### src/cache_geom_pkg.sv
package cache_geom_pkg;

	// ************************************************************
	// byte address layout  tag 15..10  index 9..4  word 3..1  byte 0
	// ************************************************************

	localparam int ADDR_W = 16; // cpu byte address width

	localparam int TAG_W   = 6; // upper bits kept per set
	localparam int INDEX_W = 6; // selects one of the sets

	localparam int NUM_SETS = 1 << INDEX_W; // direct mapped, one block per set

	localparam int WORDS_PER_BLOCK = 8; // 16 bit words in a block
	localparam int OFFSET_W        = 4; // byte offset inside a block

	// word select inside a block, byte bit 0 is dropped
	localparam int WORD_OFF_W = $clog2(WORDS_PER_BLOCK);
	localparam int WORD_LSB   = 1; // lowest bit of the word offset

	localparam int TAG_LSB   = 10; // lowest tag bit
	localparam int INDEX_LSB = 4;  // lowest index bit

	// the fields have to tile the address exactly
	// OFFSET_W == WORD_OFF_W + WORD_LSB
	// INDEX_LSB == OFFSET_W
	// TAG_LSB == INDEX_LSB + INDEX_W
	// ADDR_W == TAG_LSB + TAG_W

endpackage

### src/cache_tag_array.sv
`timescale 1ns/1ns

module cache_tag_array (
	input  logic                              clk,
	input  logic                              rst,
	input  logic                              rd, // cpu lookup request
	input  logic                              busy, // fill in progress
	input  logic [cache_geom_pkg::ADDR_W-1:0] addr, // cpu address
	input  logic                              write_tag_array,
	input  logic [cache_geom_pkg::ADDR_W-1:0] fill_addr, // base of the block being filled
	output logic                              hit,
	output logic                              miss_detected
);
	import cache_geom_pkg::*;

	logic [TAG_W-1:0]    tag_mem [NUM_SETS]; // one stored tag per set
	logic [NUM_SETS-1:0] valid; // a set holds a usable block
	logic [INDEX_W-1:0]  rd_index;
	logic [INDEX_W-1:0]  fill_index;
	logic [TAG_W-1:0]    rd_tag;
	logic [TAG_W-1:0]    fill_tag;

	assign rd_index   = addr[INDEX_LSB +: INDEX_W];
	assign rd_tag     = addr[TAG_LSB +: TAG_W];
	assign fill_index = fill_addr[INDEX_LSB +: INDEX_W];
	assign fill_tag   = fill_addr[TAG_LSB +: TAG_W];

	// tag contents only count once the valid bit is set
	always_ff @(posedge clk) begin
		if (write_tag_array) begin
			tag_mem[fill_index] <= fill_tag;
		end
	end

	always_ff @(posedge clk) begin
		if (rst) begin
			valid <= '0; // every set starts cold
		end else if (write_tag_array) begin
			valid[fill_index] <= 1'b1;
		end
	end

	assign hit = valid[rd_index] && (tag_mem[rd_index] == rd_tag); // plain match

	// a lookup during a fill is not a new miss
	assign miss_detected = rd & ~busy & ~hit;

endmodule

### config.mk
export PLATFORM = sky130hd
export DESIGN_NAME = cache_tag_array
export DESIGN_NICKNAME = d
export VERILOG_FILES = /design/src/cache_geom_pkg.sv /design/src/cache_tag_array.sv
export SDC_FILE = /design/constraint.sdc
export NUM_CORES = 1
export LEC_CHECK = 0
export BUFFER_PORTS_ARGS = -buffer_cell sky130_fd_sc_hd__buf_2
export CAP_MARGIN = 0
export CORE_ASPECT_RATIO = 0.9
export CORE_UTILIZATION = 35
export CTS_BUF_LIST = sky130_fd_sc_hd__clkbuf_8
export DETAILED_ROUTE_END_ITERATION = 10
export GPL_TIMING_DRIVEN = 0
export HOLD_SLACK_MARGIN = 0.06
export PLACE_DENSITY = 0.57
export SLEW_MARGIN = 20
export SYNTH_ARGS = -nofsm -noshare
export SYNTH_HDL_FRONTEND = slang
export SYNTH_SLANG_ARGS = --single-unit
### constraint.sdc
create_clock -name clk -period 3.2 [get_ports clk]
set_input_delay 0.32 -clock clk [delete_from_list [all_inputs] [get_ports clk]]
set_output_delay 0.32 -clock clk [all_outputs]
set_load 0.01 [all_outputs]
==> run metrics, run 1 <==
Mapped Area 17900 sq um; transition time of the tightest slew-check pin 1140 ps; Slew HR 23.7%; Initial Util 35.5%; ys flop type edfxtp_1; Fin Hold WS 257 ps; # rows 78; Sw Share 23.5%; ant diodes 0; total routed wirelength 51300 microns; Pleak 6.66 nW; Synth async-reset ratio 0%; Min Clock Period, post-route 3810 ps; VDD IR-drop max 0.395 mV; Critical Path RT 2880 ps; clk_skew 0 ps; sequential area share after synthesis 71.6%; vias in the first global route 10100; total CTS buffers 72; average size of a mapped cell 17.0 sq um; Seq. cell area 12800 sq um; antenna viol nets, final 0; PwrDens 574 nW/um^2; library cells used by synthesis 60; Overflow after GRT 0; Die ar. 52000 sq um; CP Max Fanout 10; WS Path Type in -> out; crit path launch addr[8]; worst-skew pair later-pin latency 610 ps; Die H 216 microns; final hold viol count 0; Core Util, Final 40.3%; first-pass GRT wire length 73000 microns; mean number of vias per cell 5.42; maximum clock frequency 0.262 GHz; hold depth 1; Reg clk slew, reported paths 70 ps; internal power 8.94 mW; gpl congestion 0.913; Syn Inst Count 1054; failing checks negative setup slack; post-place setup slack -1810 ps; core area 50500 sq um; hold crit path type in -> reg; outcome finished with violations; clock sinks 448; MaxCap Viol Count 0; I/O pin cnt 39; final net count 1193; combinational power share 6.6%; CP endpoint kind output pin; starting DRC count in detailed routing 1049; antenna violations before repair 3; r2r worst-path depth 2; sw power 2.74 mW; pins over their slew limit 0; Fillers 4620; DRC 0; HP Start fill_addr[11]; syn nets 1091; Port Buffer Count 25; Power Total 11.7 mW; final setup fails 2; area delta synth->final 13.7%; # hold bufs at CTS 0; FF+latch count, synth 448; category of the worst setup path launch point input port; RSZ-0062 raised after global routing true; WL/cell 27.2 microns; Clk network pwr share 38.7%; fin cells 1887; drt pass-1 iters 8; routed via count 10200; fin crit share 119%; final setup margin -611 ps; largest net degree at the start of global routing 65; die width 240 microns; Synth Warn # 0; H-Tree Depth 3; Total GRT Usage 20.0%; r2r startpoint valid[32]; root buf cell clkbuf_8; CTS max path bufs 3; Detailed Place HPWL 33500 microns; Post-synth EDFFs 384; share of layout cells above drive strength 1 23.4%; area of the multi-input gates 4850 sq um; placed insts 1761; Reg power frac 54.7%; CTS tree built; data arrival time of the worst path 3490 ps
==> cell usage after synthesis (5+ instances only) <==
| library cell | count | share of area (%) |
|---|---|---|
| nor3_1 | 6 | 0.17 |
| o22ai_1 | 16 | 0.56 |
| mux4_2 | 91 | 11 |
| a21oi_1 | 5 | 0.14 |
| edfxtp_1 | 384 | 64 |
| nand3_1 | 17 | 0.48 |
| a22oi_1 | 14 | 0.59 |
| mux2i_1 | 64 | 3.6 |
| nand3b_1 | 5 | 0.21 |
| buf_2 | 16 | 0.45 |
| nand2_1 | 22 | 0.46 |
| and3_1 | 6 | 0.21 |
| buf_4 | 13 | 0.55 |
| nand2b_1 | 13 | 0.45 |
| mux2_2 | 7 | 0.44 |
| clkbuf_1 | 21 | 0.44 |
| dfxtp_1 | 64 | 7.2 |
| nand4_1 | 6 | 0.21 |
| nor2b_1 | 14 | 0.49 |
| nor2_1 | 194 | 4.1 |
==> logic make-up after synthesis <==
logic type | synth area share [%]
flops | 71.6
mux | 15.5
simple gates | 7.57
buf+inv | 1.77
compound gates | 3.43
xor+xnor | 0.147
==> power by group through the flow <==
stage                     clock network (mW)  registers, mW  logic [mW]
after floorplan                            0           6.50       0.406
after global placement                     0           6.51       0.727
after detailed placement                   0           6.51       0.735
after CTS                               4.60           6.39       0.759
after global routing                    4.81           6.38       0.802
final                                   4.52           6.38       0.769
==> metrics by stage <==
step | area (sq um) | setup TNS, ps
2_1_floorplan | 17900 | 0
3_3_place_gp | 18900 | -4370
3_5_place_dp | 18900 | -3600
4_1_cts | 20300 | -1110
5_1_grt | 20300 | -1320
6_report | 20300 | -1190
==> layout by cell type, fill, tap and decap left out, drive strengths merged, types with 3 or more instances in the layout <==
master,synthesis,final
edfxtp,384,384
clkinvlp,0,3
nand2,22,22
and3,6,6
a311oi,3,3
mux4,91,91
buf,36,63
nand3b,5,5
dfxtp,64,64
o21ba,4,4
or2,3,3
nand3,17,17
nand2b,13,13
nor2,195,195
o211ai,4,4
or3b,4,4
clkinv,0,16
o31ai,4,4
inv,3,28
o21ai,3,3
clkbuf,21,103
mux2,7,7
o22ai,16,16
mux2i,64,64
a2111oi,5,5
nand4,6,6
a22oi,15,15
a21oi,5,5
nor2b,14,14
nor3,6,6
==> cell type report <==
type,instances,share of cell area [%]
sequential,448,63.0
multi-input combinational,546,23.8
clock buffer,81,5.48
tap,680,4.18
buffer,57,1.74
clock inverter,44,0.904
timing repair buffer,28,0.800
inverter,3,0.0554
==> final timing paths <==
check / endpoint / slack, ps
worst max-delay path: hit / -610
worst min-delay path: tag_mem[48][1] / 260
worst max register to register: valid[32] / 2540
worst min register to register: valid[49] / 470
==> routing by layer <==
layer | global-route usage, % | part of all wire [%] | vias up | routed length [microns]
met1 | 28.9 | 44 | 5270 | 22700
met3 | 4.99 | 8.4 | 109 | 4330
li1 | - | - | 4351 | -
met5 | 0 | 0.16 | - | 82
met4 | 6.05 | 2.5 | 8 | 1300
met2 | 29.6 | 45 | 497 | 22900
==> worst max-delay path: stages <==
cell	delay, ps
buf_2	120
buf_2	270
buf_2	340
clkbuf_1	520
clkbuf_2	480
nor2_1	180
a311oi_1	330
o221ai_1	220
a2111oi_4	220
buf_4	200
and3_1	150
buf_2	120
==> what timing repair did <==
item	in CTS	in global routing
gates resized for setup	30	3
setup endpoints to repair	2	2
buffers inserted	1	0
hold endpoints to repair	0	0
pin swaps	2	2
==> state kept, by name, indices dropped and copies added, names as in the netlist <==
| name | count |
|---|---|
| tag_mem | 384 |
| valid | 64 |
Note: power is estimated with default switching activity, not from simulation.
==> run 2: changes to the inputs <==
--- a/config.mk
+++ b/config.mk
@@ -7,13 +7,16 @@
 export LEC_CHECK = 0
 export BUFFER_PORTS_ARGS = -buffer_cell sky130_fd_sc_hd__buf_2
 export CAP_MARGIN = 0
+export CELL_PAD_IN_SITES_DETAIL_PLACEMENT = 0
+export CELL_PAD_IN_SITES_GLOBAL_PLACEMENT = 1
 export CORE_ASPECT_RATIO = 0.9
 export CORE_UTILIZATION = 35
 export CTS_BUF_LIST = sky130_fd_sc_hd__clkbuf_8
 export DETAILED_ROUTE_END_ITERATION = 10
 export GPL_TIMING_DRIVEN = 0
 export HOLD_SLACK_MARGIN = 0.06
-export PLACE_DENSITY = 0.57
+export PLACE_DENSITY = 0.62
+export REMOVE_ABC_BUFFERS = 1
 export SLEW_MARGIN = 20
 export SYNTH_ARGS = -nofsm -noshare
 export SYNTH_HDL_FRONTEND = slang
==> run 2 against run 1 <==
Against the previous run:
- the run still ends with negative setup slack left
- final cell count is 2.0% lower
- sequential power hardly changed
- cell area is 0.25% lower
- via count is 5.7% lower
- sequential share of layout area is 0.16 points higher
- die area stayed put
- first-iteration DRC count is 15% lower
- clock power is 4.9% higher
- critical path type is now reg -> out
==> run metrics, run 2 (synthesized netlist as in run 1, its figures left out) <==
Critical Path RT 2880 ps; MaxCap Viol Count 0; total negative slack -1100 ps; Slew HR 24.5%; outcome finished with violations; pins over their slew limit 0; drt pass-1 iters 5; maximum clock frequency 0.265 GHz; transition time of the tightest slew-check pin 1120 ps; Critical Path, Cell by Cell mux4_2 > a22oi_2 > o31ai_1 > or4_1 > a2111o_1 > a2111oi_4 > and3_1 > buf_2; Total GRT Usage 17.8%; I/O pin cnt 39; Largest regs tag_mem (384), valid (64); WL met1 21000 microns; CP max stage cell mux4_2; hold crit path type in -> reg; combinational power share 5.9%; fin crit share 118%; starting DRC count in detailed routing 892; largest net degree at the start of global routing 65; clock sinks 448; die width 240 microns; first-pass GRT wire length 65900 microns; RSZ-0062 raised after global routing true; Port Buffer Count 30; mean number of vias per cell 5.22; Die ar. 52000 sq um; Detailed Place HPWL 27100 microns; data arrival time of the worst path 3450 ps; largest reg by FF count tag_mem; Pleak 6.62 nW; r2r worst-path depth 2; clk_skew 0 ps; worst-skew pair later-pin latency 630 ps; internal power 9.14 mW; r2r startpoint valid[8]; vias in the first global route 9603; Min Clock Period, post-route 3770 ps; HP Start rst; Die H 216 microns; WL/cell 24.7 microns; VDD IR-drop max 0.256 mV; total CTS buffers 75; CP endpoint kind output pin; Overflow after GRT 0; antenna viol nets, final 0; Reg clk slew, reported paths 60 ps; category of the worst setup path launch point register; sw power 2.68 mW; share of layout cells above drive strength 1 22.1%; Fillers 4599; most frequent cells in the layout edfxtp_1 (384), nor2_1 (194), mux4_2 (91); core area 50500 sq um; most common cell after layout, fill and taps aside edfxtp_1; antenna violations before repair 5; CTS max path bufs 3; PwrDens 583 nW/um^2; routed via count 9656; Power Total 11.8 mW; WS Path Type reg -> out; failing checks negative setup slack; total routed wirelength 45800 microns; Sw Share 22.7%; CP Max Fanout 2; # hold bufs at CTS 0; Reg power frac 54.0%; final setup margin -570 ps; Clk network pwr share 40.1%; Core Util, Final 40.2%; area delta synth->final 13.4%; max incr delay on CP 530 ps; H-Tree Depth 3; met2 wire len 21100 microns; max layer used met5; met3 routed WL 2790 microns; max reg flops 384; CTS tree built; Initial Util 35.5%; crit path launch tag_mem[31][2]; root buf cell clkbuf_8; final net count 1152; DP Area 18700 sq um; final hold viol count 0; final setup fails 2; gpl congestion 0.776; hold depth 2; # rows 78; Final Instance Area 20300 sq um; DRC 0
## run 2: critical path, delay by kind of cell, from the launching register on
kind	cells	cell delay, ps
AO/OA/AOI/OAI	4	1160
buffers and inverters	1	130
flip-flops	1	370
multiplexers	1	530
AND/OR/NAND/NOR	2	640
## run 2: per-layer routing
metal  GRT usage [%]  vias to the layer above
met5               0                        -
met4            4.42                       10
met3            4.67                       76
met2            27.2                      264
met1            25.3                     5032
li1                -                     4274
## run 2: worst paths after layout
path                             endpoint  slack, ps
worst min-delay path            valid[51]        210
worst max-delay path                  hit       -570
worst max register to register   valid[8]       2560
worst min register to register  valid[51]        470
## run 2: area by class of cell
| class | instances | area, sq um | share of cell area (%) |
|---|---|---|---|
| sequential | 448 | 12800 | 63.1 |
| multi-input combinational | 546 | 4790 | 23.6 |
| clock buffer | 86 | 1180 | 5.83 |
| tap | 680 | 851 | 4.19 |
| timing repair buffer | 41 | 427 | 2.10 |
| clock inverter | 45 | 204 | 1.01 |
| inverter | 3 | 15.0 | 0.0740 |
| antenna | 1 | 2.50 | 0.0123 |
## run 2: what timing repair did
item | in CTS | in global routing
buffers inserted | 4 | 0
setup endpoints to repair | 2 | 2
pin swaps | 5 | 1
gates cloned | 2 | 1
resized for setup | 4 | 2
## run 2: stage by stage
step	hold WS [ps]	setup WS, ps	cells
5_1_grt	207	-721	1849
3_5_place_dp	453	-914	1711
4_1_cts	195	-670	1848
6_report	213	-570	1850
2_1_floorplan	392	468	997
3_3_place_gp	444	-3470	1707
## run 2: power groups by stage
stage / combinational (mW) / clock, mW / sequential, mW
final: 0.698 / 4.74 / 6.38
after global routing: 0.743 / 5.11 / 6.38
after CTS: 0.697 / 4.85 / 6.39
after detailed placement: 0.675 / 0 / 6.51
after global placement: 0.672 / 0 / 6.51
after floorplan: 0.298 / 0 / 6.50
