`src/cache_geom_pkg.sv`:
```
package cache_geom_pkg;

	// ************************************************************
	// byte address layout  tag 15..10  index 9..4  word 3..1  byte 0
	// ************************************************************

	localparam int ADDR_W = 16; // cpu byte address width

	localparam int TAG_W   = 6; // upper bits kept per set
	localparam int INDEX_W = 6; // selects one of the sets

	localparam int NUM_SETS = 1 << INDEX_W; // direct mapped, one block per set

	localparam int WORDS_PER_BLOCK = 8; // 16 bit words in a block
	localparam int OFFSET_W        = 4; // byte offset inside a block

	// word select inside a block, byte bit 0 is dropped
	localparam int WORD_OFF_W = $clog2(WORDS_PER_BLOCK);
	localparam int WORD_LSB   = 1; // lowest bit of the word offset

	localparam int TAG_LSB   = 10; // lowest tag bit
	localparam int INDEX_LSB = 4;  // lowest index bit

	// the fields have to tile the address exactly
	// OFFSET_W == WORD_OFF_W + WORD_LSB
	// INDEX_LSB == OFFSET_W
	// TAG_LSB == INDEX_LSB + INDEX_W
	// ADDR_W == TAG_LSB + TAG_W

endpackage

```
`src/cache_fill_fsm.sv`:
```
`timescale 1ns/1ns

module cache_fill_fsm (
	input  logic                              clk,
	input  logic                              rst,
	input  logic                              miss_detected, // lookup missed while idle
	input  logic                              memory_data_valid, // a read word is returning
	input  logic [cache_geom_pkg::ADDR_W-1:0] miss_addr, // address that missed
	output logic                              busy, // stalls the cpu during a fill
	output logic                              mem_read, // one read request per cycle
	output logic [cache_geom_pkg::ADDR_W-1:0] mem_read_addr,
	output logic                              write_data_array, // fill one word of the block
	output logic [cache_geom_pkg::WORD_OFF_W-1:0] cache_write_block_offset,
	output logic                              write_tag_array, // tag and valid written last
	output logic [cache_geom_pkg::ADDR_W-1:0] base_addr // block aligned miss address
);
	import cache_geom_pkg::*;

	logic [WORD_OFF_W:0]   rd_cnt; // words requested so far, msb is the carry
	logic [WORD_OFF_W-1:0] wr_cnt; // next word slot to fill
	logic [WORD_OFF_W:0]   wr_cnt_inc; // write counter plus one with carry
	logic                  read_done;
	logic                  cache_finish; // high for the single cycle after the last write

	assign read_done  = rd_cnt[WORD_OFF_W]; // carry out means all 8 reads are issued
	assign wr_cnt_inc = {1'b0, wr_cnt} + 1'b1;

	// ************************************************************
	// busy flag and base address
	// ************************************************************

	// idle picks up a miss, a running fill holds until the finish cycle
	always_ff @(posedge clk) begin
		if (rst) begin
			busy <= 1'b0;
		end else if (busy) begin
			busy <= ~cache_finish;
		end else begin
			busy <= miss_detected;
		end
	end

	// the low offset bits are cleared so the fill starts at word 0 of the block
	always_ff @(posedge clk) begin
		if (!busy && miss_detected) begin
			base_addr <= {miss_addr[ADDR_W-1:OFFSET_W], {OFFSET_W{1'b0}}};
		end
	end

	// ************************************************************
	// read side, one request per cycle until the carry
	// ************************************************************

	always_ff @(posedge clk) begin
		if (rst || cache_finish) begin
			rd_cnt <= '0; // back to word 0 for the next miss
		end else if (mem_read) begin
			rd_cnt <= rd_cnt + 1'b1;
		end
	end

	assign mem_read = busy & ~read_done;

	// byte address of the requested word, stepping by 2 bytes each cycle
	assign mem_read_addr = {base_addr[ADDR_W-1:OFFSET_W], rd_cnt[WORD_OFF_W-1:0],
		{WORD_LSB{1'b0}}};

	// ************************************************************
	// write side, one slot per returning word
	// ************************************************************

	// memory returns words in order, so a plain counter tracks the slot
	always_ff @(posedge clk) begin
		if (rst || cache_finish) begin
			wr_cnt       <= '0;
			cache_finish <= 1'b0;
		end else if (write_data_array) begin
			wr_cnt       <= wr_cnt_inc[WORD_OFF_W-1:0];
			cache_finish <= wr_cnt_inc[WORD_OFF_W]; // sets on the eighth write
		end
	end

	// memory only ever answers the reads of the running fill
	assign write_data_array         = memory_data_valid;
	assign cache_write_block_offset = wr_cnt;

	// the tag goes in only after every word of the block is present
	assign write_tag_array = busy & cache_finish;

endmodule

```
`config.mk`:
```
export PLATFORM = sky130hd
export DESIGN_NAME = cache_fill_fsm
export DESIGN_NICKNAME = d
export VERILOG_FILES = /design/src/cache_geom_pkg.sv /design/src/cache_fill_fsm.sv
export SDC_FILE = /design/constraint.sdc
export NUM_CORES = 1
export LEC_CHECK = 0
export ABC_AREA = 1
export BUFFER_PORTS_ARGS = -buffer_cell sky130_fd_sc_hd__buf_2
export CAP_MARGIN = 5
export CORE_ASPECT_RATIO = 0.75
export CORE_MARGIN = 2
export CORE_UTILIZATION = 40
export CTS_BUF_LIST = sky130_fd_sc_hd__clkbuf_4 sky130_fd_sc_hd__clkbuf_8
export DETAILED_ROUTE_END_ITERATION = 12
export PLACE_DENSITY = 0.76
export SYNTH_ARGS = -nofsm -noshare
export SYNTH_HDL_FRONTEND = slang
export SYNTH_SLANG_ARGS = --single-unit
```
`constraint.sdc`:
```
create_clock -name clk -period 1.59 [get_ports clk]
set_input_delay 0.159 -clock clk [delete_from_list [all_inputs] [get_ports clk]]
set_output_delay 0.159 -clock clk [all_outputs]
set_load 0.05 [all_outputs]
```
==> metrics.md, run 1 <==
| Metric | Value |
|---|---|
| Status | `finished, final reports clean` |
| Clock transition at the registers of the reported paths | `0.11 ns` |
| Synth warn | `0` |
| GRT busiest layer | `met2` |
| Via count | `637` |
| CP peak stage delay | `0.42 ns` |
| Fin. max-slew vios | `0` |
| Critical path type | `reg -> out` |
| Unrepaired setup endpoints after global routing | `no` |
| Hold Fails Final Rpt | `0` |
| Final nets | `146` |
| Synth Instances | `84` |
| GRT met3 Usage | `6.30%` |
| Drc violations | `0` |
| Antenna violations before repair | `0` |
| Seq/Total Area, Yosys | `59.3%` |
| Critical-path maximum fanout | `5` |
| Wire per inst | `9.89 um` |
| DR pass1 iterations | `4` |
| Total CTS buffers | `3` |
| Layout cells sized above 1 | `46.3%` |
| Port Buf Inserts | `49` |
| Area contributors post-synth | `edfxtp_1 40%, dfxtp_1 20%, buf_4 17%` |
| Flop2flop setup slack | `0.32 ns` |
| IO Count | `59` |
| Overall Global Routing Usage | `11.1%` |
| Synth cell types | `16` |
| Routability cong. | `0.656` |
| Final setup TNS | `0 ns` |
| Buf/Inv on CP | `2` |
| Netlist Area Pre-Place | `911 um2` |
| M2 GR Usage | `18.2%` |
| Logic gate share of total power | `29.4%` |
| Chip width | `59.1 um` |
| Reg2reg path depth | `3` |
| Clk sinks | `21` |
| Leakage | `0.557 nW` |
| Grt ovf | `0` |
| Multi-input logic area | `198 um2` |
| Overall routed net length | `1450 um` |
| CTS Buffer Depth | `2` |
| F_max | `750 MHz` |
| CORE AREA | `2080 um2` |
| Antenna Nets Post-Route | `0` |
| ANT cells | `0` |
| DRT iter0 DRCs | `13` |
| Pin count of the biggest net entering global routing | `13` |
| Max-cap violations | `0` |
| Clock share of power | `20.6%` |
| Worst path arrival time | `1.17 ns` |
| Final-layout fill cell count | `190` |
| CTS tree | `done` |
| Die area | `2680 um2` |
| CP cell instances | `inv_2, nor2_4, buf_2` |
| Reg-to-reg endpoint | `base_addr[10]` |
| H-Tree Depth | `1` |
| Post-CTS Resized | `0` |
| Hold Crit Start | `miss_addr[13]` |
| Hold EP | `base_addr[13]` |
| Avg Cell Area, Syn | `10.8 um2` |
| Internal | `0.000806 W` |
| CP max stage cell | `dfxtp_1` |
| Storage element area | `541 um2` |
| Top cell type's share of synthesized area | `39.6%` |
| Pwr Density | `1160 nW/um2` |
| Initial Util | `43.7%` |
| Post-Route Skew | `0.00427 ns` |
| Detail Placement HPWL | `1170 um` |
| Skew-Pair Late Insertion Delay | `0.29 ns` |
| Syn-to-layout area delta | `21.2%` |
| Area leader, netlist | `edfxtp_1` |
| Flop pwr share | `50.0%` |
| Die H | `45.3 um` |
| Final setup fails | `0` |
| Sw frac | `37.1%` |
| Critical Path Sink Type | `primary output` |
| Reg2reg start | `busy` |
| CP delay by family, top | `flip-flops` |
| Root Buffer | `clkbuf_4` |
| Vias in the first global route | `523` |
| Hold path cells | `1` |
| CP required | `1.43 ns` |
| Min Tclk post-route | `1.33 ns` |
| Final period util | `83.8%` |
| GR Layer Usage met1 | `13.3%` |
| Global-route wire length before repair | `2150 um` |
| Via/cell ratio | `4.33` |
| Maximum vdd drop | `755 uV` |
| P_sw | `0.000475 W` |
| Core Util, Final | `52.9%` |
| Number of synthesized register bits | `21` |
| Cell Rows | `14` |
| Tightest Hold Check Type | `in -> reg` |
| Crit path launch type | `flop` |
## repair_timing
item / 4_1_cts / 5_1_grt
hold endpoints to repair: 0 / 3
hold buffers: 0 / 3
buffers inserted: 0 / 0
## cell usage in the layout, fill, tap and decap left out, types with 3 or more instances in the layout
master / n
buf_2: 49
edfxtp_1: 12
nand2_1: 9
dfxtp_1: 9
nor2_1: 8
inv_1: 6
nand3_1: 5
conb_1: 5
clkbuf_4: 4
dlygate4sd3_1: 3
## power by group through the flow
stage          clock network, W  logic, W  registers [W]
6_report               0.000265  0.000377       0.000641
5_1_grt                0.000311  0.000397       0.000647
4_1_cts                0.000278  0.000373       0.000642
3_5_place_dp                  0  0.000373       0.000654
3_3_place_gp                  0  0.000369       0.000651
2_1_floorplan                 0  0.000236       0.000752
## layout make-up
| class | count | area share, % |
|---|---|---|
| flip-flops and latches | 21 | 49.0 |
| well taps | 24 | 2.72 |
| clock buffers | 4 | 2.72 |
| inverters | 8 | 2.72 |
| multi-input cells | 38 | 17.9 |
| repair buffers | 52 | 24.9 |
## cell families after synthesis
group / count (synthesis) / share of synthesized area, %
fa+ha+maj: 2 / 2.75
xor+xnor: 1 / 0.962
other cells: 1 / 0.412
buf+inv: 29 / 20.6
simple gates: 24 / 12.2
flops: 21 / 59.3
compound gates: 6 / 3.71
## Yosys cell counts
| master | instances |
|---|---|
| buf_4 | 21 |
| edfxtp_1 | 12 |
| dfxtp_1 | 9 |
| nand2_1 | 9 |
| nor2_1 | 8 |
| inv_1 | 6 |
| nand3_1 | 5 |
| a21oi_1 | 2 |
| ha_1 | 2 |
| inv_2 | 2 |
| nor2_4 | 2 |
| o21ai_0 | 2 |
| conb_1 | 1 |
| o21bai_1 | 1 |
| o22ai_1 | 1 |
| xor2_1 | 1 |
## registers in the layout, indices dropped and copies added, names as in the netlist
| signal | count |
|---|---|
| rd_cnt | 4 |
| cache_write_block_offset | 3 |
| busy | 1 |
| base_addr | 12 |
| cache_finish | 1 |
## worst max path at each step
stage	depth (start not counted)	from	endpoint
after floorplan	5	busy	rd_cnt[2]
after global placement	3	busy	base_addr[14]
after detailed placement	3	busy	base_addr[4]
after CTS	3	busy	mem_read
after global routing	3	busy	mem_read
final	3	busy	mem_read
## routing by layer
metal	vias up	routed length, um
met5	-	0
met4	0	0
met3	0	130
met2	32	692
met1	283	631
li1	322	-
## stage by stage
stage                     setup WS (ns)  std cells  hold WS (ns)  total power, W  area (um2)
after floorplan                   0.160         88         0.248        0.000988         926
after global placement            0.370        140         0.337         0.00102        1040
after detailed placement          0.339        140         0.338         0.00103        1040
after CTS                         0.246        144        0.0188         0.00129        1070
after global routing              0.146        147       0.00216         0.00136        1100
final                             0.257        147        0.0307         0.00128        1100
Power figures use the tool's default switching activity.
==> run 2: changes to the inputs <==
--- a/config.mk
+++ b/config.mk
@@ -5,15 +5,15 @@
 export SDC_FILE = /design/constraint.sdc
 export NUM_CORES = 1
 export LEC_CHECK = 0
-export ABC_AREA = 1
+export ABC_AREA = 0
 export BUFFER_PORTS_ARGS = -buffer_cell sky130_fd_sc_hd__buf_2
 export CAP_MARGIN = 5
 export CORE_ASPECT_RATIO = 0.75
 export CORE_MARGIN = 2
-export CORE_UTILIZATION = 40
+export CORE_UTILIZATION = 38
 export CTS_BUF_LIST = sky130_fd_sc_hd__clkbuf_4 sky130_fd_sc_hd__clkbuf_8
 export DETAILED_ROUTE_END_ITERATION = 12
-export PLACE_DENSITY = 0.76
+export PLACE_DENSITY = 0.77
 export SYNTH_ARGS = -nofsm -noshare
 export SYNTH_HDL_FRONTEND = slang
 export SYNTH_SLANG_ARGS = --single-unit
==> constraint.sdc (replaced) <==
create_clock -name clk -period 1.15 [get_ports clk]
set_input_delay 0.115 -clock clk [delete_from_list [all_inputs] [get_ports clk]]
set_output_delay 0.115 -clock clk [all_outputs]
set_load 0.05 [all_outputs]
==> metrics.md, run 2 <==
| Metric | Value |
|---|---|
| Pwr Density | `1400 nW/um2` |
| Leakage | `0.592 nW` |
| Tightest Hold Check Type | `in -> reg` |
| Worst path arrival time | `1.02 ns` |
| Synth Instances | `70` |
| Critical Path Sink Type | `primary output` |
| Die H | `45.9 um` |
| Fin. max-slew vios | `0` |
| CORE AREA | `2250 um2` |
| Area contributors post-synth | `edfxtp_1 41%, dfxtp_1 20%, buf_4 18%` |
| F_max | `878 MHz` |
| Clk sinks | `21` |
| Avg Cell Area, Syn | `12.7 um2` |
| Final period util | `99.1%` |
| Reg-to-reg endpoint | `rd_cnt[1]` |
| Min Tclk post-route | `1.14 ns` |
| Netlist Area Pre-Place | `888 um2` |
| Top post-synthesis cells by count | `21 x buf_4, 12 x edfxtp_1, 9 x dfxtp_1` |
| Initial Util | `39.4%` |
| Most used DFF post-synth | `edfxtp_1` |
| Final setup fails | `0` |
| Commonest non-fill, non-tap cell in the layout | `buf_2` |
| Die area | `2740 um2` |
| Port Buf Inserts | `49` |
| Cell Rows | `15` |
| Clock transition at the registers of the reported paths | `0.12 ns` |
| Number of synthesized register bits | `21` |
| CP required | `1.03 ns` |
| Detail Placement HPWL | `1190 um` |
| IO Count | `59` |
| Via count | `637` |
| Reg2reg start | `rd_cnt[3]` |
| Wire per inst | `11.7 um` |
| Routability cong. | `0.576` |
| CP cell instances | `and2b_4, buf_8` |
| DP Cell Count | `128` |
| Max-cap violations | `0` |
| Overall Global Routing Usage | `12.8%` |
| Pin count of the biggest net entering global routing | `13` |
| Largest register FFs | `12` |
| Synth cell types | `19` |
| H-Tree Depth | `1` |
| Seq/Total Area, Yosys | `60.8%` |
| Root Buffer | `clkbuf_4` |
| Synth async-reset ratio | `0%` |
| CP startpoint | `rd_cnt[3]` |
| Final nets | `145` |
| Core Util, Final | `54.8%` |
| Flop2flop setup slack | `0.10 ns` |
| Top cell type's share of synthesized area | `40.6%` |
| Via/cell ratio | `4.33` |
| Chip width | `59.8 um` |
| Antenna Nets Post-Route | `0` |
| Overall routed net length | `1720 um` |
| Critical path type | `reg -> out` |
| CP peak stage delay | `0.34 ns` |
| CTS Buffer Depth | `2` |
| Hold Crit Start | `rst` |
| Total CTS buffers | `3` |
| Crit path launch type | `flop` |
| Drc violations | `0` |
| DR pass1 iterations | `4` |
| Fin Hold WS | `0.0460 ns` |
| Area leader, netlist | `edfxtp_1` |
| DRT iter0 DRCs | `3` |
| Synth warn | `0` |
| Reg2reg path depth | `4` |
| Critical-path maximum fanout | `2` |
| Post-Route Skew | `0.00461 ns` |
| Crit path to | `mem_read` |
| Global-route wire length before repair | `2490 um` |
| Syn-to-layout area delta | `38.9%` |
| Largest Register | `base_addr` |
| Pre-CTS WS | `0.189 ns` |
| Maximum vdd drop | `859 uV` |
| Status | `finished, final reports clean` |
| Antenna violations before repair | `0` |
| Unrepaired setup endpoints after global routing | `yes` |
| Layout cells sized above 1 | `53.3%` |
| Skew-Pair Late Insertion Delay | `0.30 ns` |
| Grt ovf | `0` |
| ANT cells | `0` |
| Vias in the first global route | `611` |
| Most frequent cells in the layout | `46 x buf_2, 12 x edfxtp_1, 12 x dlygate4sd3_1, 8 x nor2_1, 6 x buf_4` |
| CP max stage cell | `dfxtp_2` |
| Cell with the most instances after synthesis | `buf_4` |
| CTS tree | `done` |
| Final worst setup slack | `0.0106 ns` |
| Post-Layout Cell Count | `147` |
| EDFF count, synth | `12` |
| Hold Fails Final Rpt | `0` |
-- run 2: area by class of cell --
class / count / area [um2]
tap: 25 / 31.3
clock buffer: 3 / 22.5
timing repair buffer: 66 / 422
fill: 210 / 1020
clock inverter: 1 / 5.00
sequential: 21 / 548
multi-input combinational: 31 / 205
-- run 2: cells by family (layout without fill, tap and decap cells) --
family,Yosys count,in the layout,share of synthesized area (%)
buf+inv,22,70,18.3
flops,21,21,60.8
simple gates,16,16,9.30
xor+xnor,4,4,3.94
fa+ha+maj,2,2,2.82
compound gates,2,2,2.11
mux,2,2,2.25
other cells,1,5,0.422
-- run 2: through the flow --
stage	power, W	cell area (um2)	TNS [ns]
2_1_floorplan	0.00130	912	-0.305
3_3_place_gp	0.00134	1040	0
3_5_place_dp	0.00135	1040	0
4_1_cts	0.00175	1220	-0.0118
5_1_grt	0.00182	1230	-0.0462
6_report	0.00173	1230	0
-- run 2: metal layers --
metal / routed length (um) / vias to the layer above / GRT usage, %
met3: 168 / 0 / 6.25
li1: - / 310 / -
met2: 912 / 38 / 24.3
met1: 637 / 289 / 12.5
met4: 0 / 0 / 2.67
met5: 0 / - / 0
-- run 2: how the worst min path moves through the flow --
stage                               end  slack (ns)  depth (start not counted)
after CTS                          busy        0.04                          2
after global placement     base_addr[9]        0.29                          1
after global routing               busy        0.02                          2
after floorplan           base_addr[10]        0.21                          0
final                              busy        0.05                          2
after detailed placement   base_addr[8]        0.29                          1
-- run 2: critical path: cells and delay by family (launching register included) --
family / cells / cell delay (ns)
flip-flops: 1 / 0.34
AND/OR/NAND/NOR: 1 / 0.25
buffers and inverters: 1 / 0.14
-- run 2: repair_timing --
action,4_1_cts,5_1_grt
pin swaps,0,0
setup endpoints to repair,2,3
hold endpoints to repair,12,0
hold buffers,12,0
setup buffers,2,1
resized for setup,6,3
-- run 2: power breakdown --
group | leakage (nW) | internal (W) | total (W) | switching [W]
clock network | 0.0177 | 0.000129 | 0.000345 | 0.000216
registers | 0.190 | 0.000844 | 0.000876 | 0.0000314
logic | 0.385 | 0.000143 | 0.000511 | 0.000368
total | 0.592 | 0.00112 | 0.00173 | 0.000615
